**src/conv_pkg.sv**
```systemverilog
package conv_pkg;

  // kernel geometry
  localparam int WT_DIM  = 5;
  localparam int WT_SIZE = WT_DIM * WT_DIM;

  // bus and datapath widths
  localparam int ADDR_W = 32;
  localparam int DATA_W = 32;
  localparam int ACC_W  = 32;
  localparam int PROD_W = 16;

  // accumulator scaling before write-back
  localparam int OUT_SHIFT = 9;

  localparam int OFM_BYTES = 4;

  typedef logic signed [7:0]        pixel_t;
  typedef logic signed [7:0]        weight_t;
  typedef logic [ADDR_W-1:0]        addr_t;
  typedef logic [DATA_W-1:0]        word_t;
  typedef logic signed [ACC_W-1:0]  acc_t;

  typedef enum logic [2:0] {
    PH_IDLE,
    PH_FETCH_WT,
    PH_FETCH_IFM,
    PH_COMPUTE,
    PH_WRITE_REQ,
    PH_WRITE_DATA,
    PH_DONE
  } phase_e;

endpackage

```
**src/win_if.sv**
```systemverilog
`timescale 1ns/10ps

interface win_if #(
  parameter type elem_t = conv_pkg::pixel_t
) ();

  // single-cycle strobes with at most one high per cycle
  logic  clear;
  logic  load;
  logic  rotate;
  elem_t din;
  elem_t head;

  modport ctrl (output clear, load, rotate, din, input head);
  modport buffer (input clear, load, rotate, din, output head);
  modport mac (input head);

endinterface

```
**src/window_buffer.sv**
```systemverilog
`timescale 1ns/10ps

module window_buffer #(
  parameter type elem_t = conv_pkg::pixel_t
) (
  input logic   clk,
  input logic   rst,
  win_if.buffer win
);

  elem_t entries [conv_pkg::WT_SIZE];

  // loads enter at the tail, rotation moves the head back to the tail
  always_ff @(posedge clk) begin
    if (rst || win.clear) begin
      for (int i = 0; i < conv_pkg::WT_SIZE; i++) begin
        entries[i] <= '0;
      end
    end else if (win.load || win.rotate) begin
      for (int i = 0; i < conv_pkg::WT_SIZE - 1; i++) begin
        entries[i] <= entries[i+1];
      end
      entries[conv_pkg::WT_SIZE-1] <= win.load ? win.din : entries[0];
    end
  end

  assign win.head = entries[0];

  // the controller never fetches and computes in the same cycle
  load_rotate_excl: assert property (
    @(posedge clk) disable iff (rst) !(win.load && win.rotate)
  );

endmodule

```
**src/mac_unit.sv**
```systemverilog
`timescale 1ns/10ps

module mac_unit (
  input  logic              clk,
  input  logic              rst,
  input  logic              mac_clear,
  input  logic              mac_en,
  input  conv_pkg::pixel_t  pixel,
  input  conv_pkg::weight_t weight,
  output conv_pkg::word_t   result
);

  logic signed [conv_pkg::PROD_W-1:0] product;
  conv_pkg::acc_t                     product_ext;
  conv_pkg::acc_t                     acc;

  assign product = pixel * weight;

  // sign extend the 16-bit product into the accumulator width
  assign product_ext = {{(conv_pkg::ACC_W - conv_pkg::PROD_W){product[conv_pkg::PROD_W-1]}},
                        product};

  always_ff @(posedge clk) begin
    if (rst || mac_clear) begin
      acc <= '0;
    end else if (mac_en) begin
      acc <= acc + product_ext;
    end
  end

  // arithmetic shift keeps the sign of negative sums
  assign result = conv_pkg::word_t'(acc >>> conv_pkg::OUT_SHIFT);

  // clearing only happens on entry to a window fetch and never mid-compute
  clear_en_excl: assert property (
    @(posedge clk) disable iff (rst) !(mac_clear && mac_en)
  );

endmodule

```
**src/conv_ctrl.sv**
```systemverilog
`timescale 1ns/10ps

module conv_ctrl (
  input  logic              clk,
  input  logic              rst,
  input  logic              xcel_start,
  output logic              xcel_done,
  output logic              xcel_idle,
  input  conv_pkg::addr_t   ifm_ddr_addr,
  input  conv_pkg::addr_t   wt_ddr_addr,
  input  conv_pkg::addr_t   ofm_ddr_addr,
  input  logic [31:0]       ifm_dim,
  output logic              read_req_valid,
  input  logic              read_req_ready,
  output conv_pkg::addr_t   read_addr,
  input  conv_pkg::word_t   read_data,
  input  logic              read_data_valid,
  output logic              read_data_ready,
  output logic              write_req_valid,
  input  logic              write_req_ready,
  output conv_pkg::addr_t   write_addr,
  output conv_pkg::word_t   write_data,
  output logic              write_data_valid,
  input  logic              write_data_ready,
  win_if.ctrl               wt_win,
  win_if.ctrl               ifm_win,
  output logic              mac_clear,
  output logic              mac_en,
  input  conv_pkg::word_t   mac_result
);

  conv_pkg::phase_e phase, phase_next;

  logic [2:0]      wx, wy;
  logic [31:0]     ox, oy;
  logic [4:0]      comp_cnt;
  logic            rd_pending;
  logic            done_q;
  logic [31:0]     ofm_dim;
  logic            in_wt, in_ifm, in_compute;
  logic            start_fire, rd_req_fire, rd_data_fire, wr_req_fire, wr_data_fire;
  logic            win_last, pix_last, comp_last, enter_ifm;
  conv_pkg::addr_t wt_addr, ifm_addr, ofm_addr;
  logic [7:0]      rd_byte;

  assign ofm_dim = ifm_dim - (conv_pkg::WT_DIM - 1);

  assign in_wt      = phase == conv_pkg::PH_FETCH_WT;
  assign in_ifm     = phase == conv_pkg::PH_FETCH_IFM;
  assign in_compute = phase == conv_pkg::PH_COMPUTE;

  assign start_fire   = (phase == conv_pkg::PH_IDLE) && xcel_start;
  assign rd_req_fire  = read_req_valid && read_req_ready;
  assign rd_data_fire = read_data_valid && read_data_ready;
  assign wr_req_fire  = write_req_valid && write_req_ready;
  assign wr_data_fire = write_data_valid && write_data_ready;

  assign win_last  = (wx == conv_pkg::WT_DIM - 1) && (wy == conv_pkg::WT_DIM - 1);
  assign pix_last  = (ox == ofm_dim - 1) && (oy == ofm_dim - 1);
  assign comp_last = comp_cnt == conv_pkg::WT_SIZE - 1;
  assign enter_ifm = (in_wt && rd_data_fire && win_last) ||
                     (phase == conv_pkg::PH_WRITE_DATA && wr_data_fire && !pix_last);

  always_comb begin
    phase_next = phase;
    case (phase)
      conv_pkg::PH_IDLE:       if (xcel_start) phase_next = conv_pkg::PH_FETCH_WT;
      conv_pkg::PH_FETCH_WT:   if (rd_data_fire && win_last) phase_next = conv_pkg::PH_FETCH_IFM;
      conv_pkg::PH_FETCH_IFM:  if (rd_data_fire && win_last) phase_next = conv_pkg::PH_COMPUTE;
      conv_pkg::PH_COMPUTE:    if (comp_last) phase_next = conv_pkg::PH_WRITE_REQ;
      conv_pkg::PH_WRITE_REQ:  if (wr_req_fire) phase_next = conv_pkg::PH_WRITE_DATA;
      conv_pkg::PH_WRITE_DATA: begin
        if (wr_data_fire) begin
          phase_next = pix_last ? conv_pkg::PH_DONE : conv_pkg::PH_FETCH_IFM;
        end
      end
      default:                 phase_next = conv_pkg::PH_IDLE;
    endcase
  end

  always_ff @(posedge clk) begin
    if (rst) begin
      phase      <= conv_pkg::PH_IDLE;
      rd_pending <= 1'b0;
      done_q     <= 1'b0;
    end else begin
      phase <= phase_next;
      if (rd_req_fire) begin
        rd_pending <= 1'b1;
      end else if (rd_data_fire) begin
        rd_pending <= 1'b0;
      end
      if (start_fire) begin
        done_q <= 1'b0;
      end else if (phase == conv_pkg::PH_DONE) begin
        done_q <= 1'b1;
      end
    end
  end

  // window counters with wx as the inner loop
  always_ff @(posedge clk) begin
    if (rst) begin
      wx <= '0;
      wy <= '0;
    end else if (rd_data_fire) begin
      if (wx == conv_pkg::WT_DIM - 1) begin
        wx <= '0;
        wy <= (wy == conv_pkg::WT_DIM - 1) ? 3'd0 : wy + 3'd1;
      end else begin
        wx <= wx + 3'd1;
      end
    end
  end

  // output pixel counters advance on each write-data fire
  always_ff @(posedge clk) begin
    if (rst || start_fire) begin
      ox <= '0;
      oy <= '0;
    end else if (wr_data_fire) begin
      if (ox == ofm_dim - 1) begin
        ox <= '0;
        oy <= pix_last ? 32'd0 : oy + 32'd1;
      end else begin
        ox <= ox + 32'd1;
      end
    end
  end

  always_ff @(posedge clk) begin
    if (rst || !in_compute) begin
      comp_cnt <= '0;
    end else begin
      comp_cnt <= comp_cnt + 5'd1;
    end
  end

  assign wt_addr  = wt_ddr_addr + wy * conv_pkg::WT_DIM + wx;
  assign ifm_addr = ifm_ddr_addr + (oy + wy) * ifm_dim + ox + wx;
  assign ofm_addr = ofm_ddr_addr + conv_pkg::OFM_BYTES * (oy * ofm_dim + ox);

  // the memory returns the aligned word
  assign rd_byte = read_data[8*read_addr[1:0] +: 8];

  assign read_req_valid  = (in_wt || in_ifm) && !rd_pending;
  assign read_data_ready = (in_wt || in_ifm) && rd_pending;
  assign read_addr       = in_wt ? wt_addr : ifm_addr;

  assign write_req_valid  = phase == conv_pkg::PH_WRITE_REQ;
  assign write_data_valid = phase == conv_pkg::PH_WRITE_DATA;
  assign write_addr       = ofm_addr;
  assign write_data       = mac_result;

  assign wt_win.clear  = start_fire;
  assign wt_win.load   = in_wt && rd_data_fire;
  assign wt_win.rotate = in_compute;
  assign wt_win.din    = rd_byte;

  assign ifm_win.clear  = start_fire;
  assign ifm_win.load   = in_ifm && rd_data_fire;
  assign ifm_win.rotate = in_compute;
  assign ifm_win.din    = rd_byte;

  assign mac_clear = enter_ifm;
  assign mac_en    = in_compute;

  assign xcel_idle = phase == conv_pkg::PH_IDLE;
  assign xcel_done = done_q && !xcel_start;

  rd_req_hold: assert property (
    @(posedge clk) disable iff (rst)
    read_req_valid && !read_req_ready |=> read_req_valid && $stable(read_addr)
  );

  wr_req_hold: assert property (
    @(posedge clk) disable iff (rst)
    write_req_valid && !write_req_ready |=> write_req_valid && $stable(write_addr)
  );

endmodule

```
**src/conv_xcel.sv**
```systemverilog
`timescale 1ns/10ps

module conv_xcel (
  input  logic            clk,
  input  logic            rst,
  input  logic            xcel_start,
  output logic            xcel_done,
  output logic            xcel_idle,
  input  conv_pkg::addr_t ifm_ddr_addr,
  input  conv_pkg::addr_t wt_ddr_addr,
  input  conv_pkg::addr_t ofm_ddr_addr,
  input  logic [31:0]     ifm_dim,
  output logic            read_req_valid,
  input  logic            read_req_ready,
  output conv_pkg::addr_t read_addr,
  input  conv_pkg::word_t read_data,
  input  logic            read_data_valid,
  output logic            read_data_ready,
  output logic            write_req_valid,
  input  logic            write_req_ready,
  output conv_pkg::addr_t write_addr,
  output conv_pkg::word_t write_data,
  output logic            write_data_valid,
  input  logic            write_data_ready
);

  logic            mac_clear;
  logic            mac_en;
  conv_pkg::word_t mac_result;

  win_if #(.elem_t(conv_pkg::weight_t)) wt_win ();
  win_if #(.elem_t(conv_pkg::pixel_t))  ifm_win ();

  conv_ctrl ctrl_inst (
    .clk              (clk),
    .rst              (rst),
    .xcel_start       (xcel_start),
    .xcel_done        (xcel_done),
    .xcel_idle        (xcel_idle),
    .ifm_ddr_addr     (ifm_ddr_addr),
    .wt_ddr_addr      (wt_ddr_addr),
    .ofm_ddr_addr     (ofm_ddr_addr),
    .ifm_dim          (ifm_dim),
    .read_req_valid   (read_req_valid),
    .read_req_ready   (read_req_ready),
    .read_addr        (read_addr),
    .read_data        (read_data),
    .read_data_valid  (read_data_valid),
    .read_data_ready  (read_data_ready),
    .write_req_valid  (write_req_valid),
    .write_req_ready  (write_req_ready),
    .write_addr       (write_addr),
    .write_data       (write_data),
    .write_data_valid (write_data_valid),
    .write_data_ready (write_data_ready),
    .wt_win           (wt_win.ctrl),
    .ifm_win          (ifm_win.ctrl),
    .mac_clear        (mac_clear),
    .mac_en           (mac_en),
    .mac_result       (mac_result)
  );

  window_buffer #(.elem_t(conv_pkg::weight_t)) wt_buf_inst (
    .clk (clk),
    .rst (rst),
    .win (wt_win.buffer)
  );

  window_buffer #(.elem_t(conv_pkg::pixel_t)) ifm_buf_inst (
    .clk (clk),
    .rst (rst),
    .win (ifm_win.buffer)
  );

  // both window heads meet at the multiplier
  mac_unit mac_inst (
    .clk       (clk),
    .rst       (rst),
    .mac_clear (mac_clear),
    .mac_en    (mac_en),
    .pixel     (ifm_win.head),
    .weight    (wt_win.head),
    .result    (mac_result)
  );

endmodule

```
**config.mk**
```make
export PLATFORM = sky130hd
export DESIGN_NAME = conv_xcel
export DESIGN_NICKNAME = d
export VERILOG_FILES = /design/src/conv_pkg.sv /design/src/win_if.sv /design/src/window_buffer.sv /design/src/mac_unit.sv /design/src/conv_ctrl.sv /design/src/conv_xcel.sv
export SDC_FILE = /design/constraint.sdc
export NUM_CORES = 2
export LEC_CHECK = 0
export BUFFER_PORTS_ARGS = -buffer_cell sky130_fd_sc_hd__buf_2
export CORE_ASPECT_RATIO = 1.2
export CORE_UTILIZATION = 63
export DETAILED_ROUTE_END_ITERATION = 8
export GPL_TIMING_DRIVEN = 1
export HOLD_SLACK_MARGIN = 0.08
export PLACE_DENSITY_LB_ADDON = 0.12
export SLEW_MARGIN = 10
export SYNTH_ARGS = -nofsm -noshare
export SYNTH_HDL_FRONTEND = slang
export SYNTH_HIERARCHICAL = 1
export SYNTH_SLANG_ARGS = --single-unit
```
**constraint.sdc**
```tcl
create_clock -name clk -period 24 [get_ports clk]
set_input_delay 6 -clock clk [delete_from_list [all_inputs] [get_ports clk]]
set_output_delay 6 -clock clk [all_outputs]
set_load 0.01 [all_outputs]
```
==> results.ini <==
[floorplan]
die_y_um=355
io_pins=269
dieArea_mm2=0.105
design.core.area_mm2=0.103
rows=129
die_w_um=296
start_util=0.635

[logic_synthesis]
yosys_register_bits=512
synth_commonest_cells=inv_1 (1085), fa_1 (992), nand2_1 (903)
synth.avg_cell_area_um2=9.83
async_flop_share=0
synth_edf_count=400
synthCells=6648
yosys_warnings=6
yosysSeqAreaShare=0.218
yosysTopAreaCell=fa_1
netlist_area_mm2=0.0654
synth_area_leaders=fa_1 (30%), edfxtp_1 (18%), ha_1 (7.3%)
synth_nets=8189
netlist.area_leader.share=0.304
yosys_most_used_dff=edfxtp_1
yosysMostFrequentCell=inv_1
synth.distinct_cells=102

[placement]
place_ws_ps=1720
placed_cells_incl_taps=7940
io_buffers=264
hpwl_um=130000
gp_congestion=0.999

[sta]
skew_ps=66.0
worstMarginPinSlew_ps=1240
timing.fmax_mhz=44.8
finalMaxSlewViolations=0
slew_headroom=0.176
rsz0062_at_grt=false
setup_ws_ps=1680
final_hold_viol_count=0
finalSetupTns_ps=0
setup_viol=0
fin_crit_sh=0.930
period_needed_ps=22320

[worst_setup_path]
slowest_stage=or4b_1
cp_top_family=adder cells
path_class=in2out
cp_common_cell=fa_1
required_ps=18000
end_kind=output pin
worst-path-buf-inv=9
cp-start-kind=input port
max_stage_delay_ps=700
path_max_fanout=27
arrival_ps=16320

[clock_tree]
cts_sinks=512
clockBufferDepth=3
insertion_delay_ps=650
cts_resized=0
cts-htree-levels=2
hold_buffers=0
cts_tree=built
cts_setup_buffers=0
clk_pin_slew_ps=60
root_buffer=clkbuf_16
numCtsBuffers=55

[grt]
track_usage=0.338
first_global_vias=48100
grt_pass1_wl_um=271000
grt_max_degree=85
antenna_found_initial=4
grt_overflow=0

[power_and_ir_drop]
power_w=0.00324
irDropWorstVdd_v=0.0000618
power_density_mw_per_mm2=47.1
power_leakage_nw=31.2

[detailed_routing]
postRouteAntennaNets=0
routed_via_density=5.81
wl_per_cell_um=21.4
dr.pass1.iters=5
drt-total-wl_um=172000
route.detailed.drc=0
vias=46700
drt_iter0_drc=3837

[worst_hold_path]
min_path_type=reg2reg

[cells_and_area]
syn2layout_area_growth_pct=5.41
final_cells=8045
final_core_util=0.669
finalNetCount=8163
drive_gt1_frac=0.101

[job]
cap_violations=0

[run_status]
status=completed

==> power breakdown <==
group / total [W] / internal (W) / leakage, nW / switching, W
sequential: 0.00122 / 0.00116 / 5.25 / 0.0000633
clock: 0.000900 / 0.000515 / 0.931 / 0.000385
combinational: 0.00112 / 0.000406 / 25.0 / 0.000713
==> cell families (layout without fill, tap and decap cells) <==
group,count (synthesis),after routing,share of synthesized area
simple gates,2258,2258,0.189
buf+inv,1534,1555,0.0982
fa+ha+maj,1374,1374,0.377
flops,512,512,0.218
compound gates,502,502,0.0504
xor+xnor,415,415,0.0589
mux,53,53,0.00814
other cells,0,1,0
==> cells in the final DEF, fill, tap and decap left out, types with 18 or more instances in the layout <==
master,netlist,routed
or4_1,28,28
buf_4,97,98
nor4_1,38,38
and2_1,363,362
nor3b_1,151,151
and3_1,28,28
clkbuf_16,0,55
nor2_1,248,245
inv_1,1085,1085
nand2_1,903,901
ha_1,382,382
a31oi_1,18,18
a21o_1,42,42
fa_1,992,991
xor2_1,111,102
xnor2_1,289,286
a21oi_1,164,164
dfxtp_1,112,111
edfxtp_1,400,400
nor3_1,69,67
or3_1,42,42
a211oi_1,26,26
mux2i_1,52,50
buf_2,47,264
o31ai_1,27,27
nor3b_2,145,145
nor2b_1,33,33
o21ai_0,82,82
nand3_1,76,76
nand4_1,43,43
nand2b_1,28,28
o21a_1,22,22
or2_2,19,19
==> layout make-up <==
cell class / count / area (µm²)
fill: 8330 / 34100
inverter: 1089 / 4090
tap: 1375 / 1720
timing repair buffer: 362 / 2060
multi-input combinational: 4602 / 44800
sequential: 512 / 14300
clock inverter: 43 / 527
clock buffer: 61 / 1400
antenna: 1 / 2.50
==> sequential cells by signal (all words and copies together), names as in the netlist <==
register,count
wt_buf_inst/entries,200
ctrl_inst/done_q,1
ctrl_inst/oy,32
ctrl_inst/comp_cnt,5
ctrl_inst/wx,3
mac_inst/acc,32
ifm_buf_inst/entries,200
ctrl_inst/phase,3
ctrl_inst/ox,32
ctrl_inst/rd_pending,1
ctrl_inst/wy,3
==> per-stage QoR <==
| stage | instance area, µm² | hold WS, ps |
|---|---|---|
| after floorplan | 65400 | 429 |
| after global placement | 67000 | 443 |
| after detailed placement | 67000 | 476 |
| after CTS | 68900 | 485 |
| after global routing | 68900 | 509 |
| final | 68900 | 483 |
==> routing by layer <==
metal / vias to the layer above / GRT usage / share of wire
met4: 2 / 0.157 / 0.053
met1: 23600 / 0.456 / 0.40
li1: 20900 / - / -
met3: 412 / 0.0576 / 0.086
met2: 1904 / 0.534 / 0.46
met5: - / 0 / 0.000081
==> path summary, 6_finish.rpt <==
kind                            cells past startpoint          endpoint  slack (ps)                 startpoint
worst max register to register                     16  mac_inst/acc[26]       17520  wt_buf_inst/entries[0][0]
worst min register to register                      2   mac_inst/acc[5]         480            mac_inst/acc[5]
worst max-delay path                               39    write_addr[31]        1680                 ifm_dim[2]
worst min-delay path                                2   mac_inst/acc[5]         480            mac_inst/acc[5]
==> tightest hold or removal path, delay by kind of cell (launching register included) <==
kind | cells | cell delay (ps)
flip-flops | 1 | 310
AND/OR/NAND/NOR | 1 | 80
AO/OA/AOI/OAI | 1 | 50
Power figures use the tool's default switching activity.
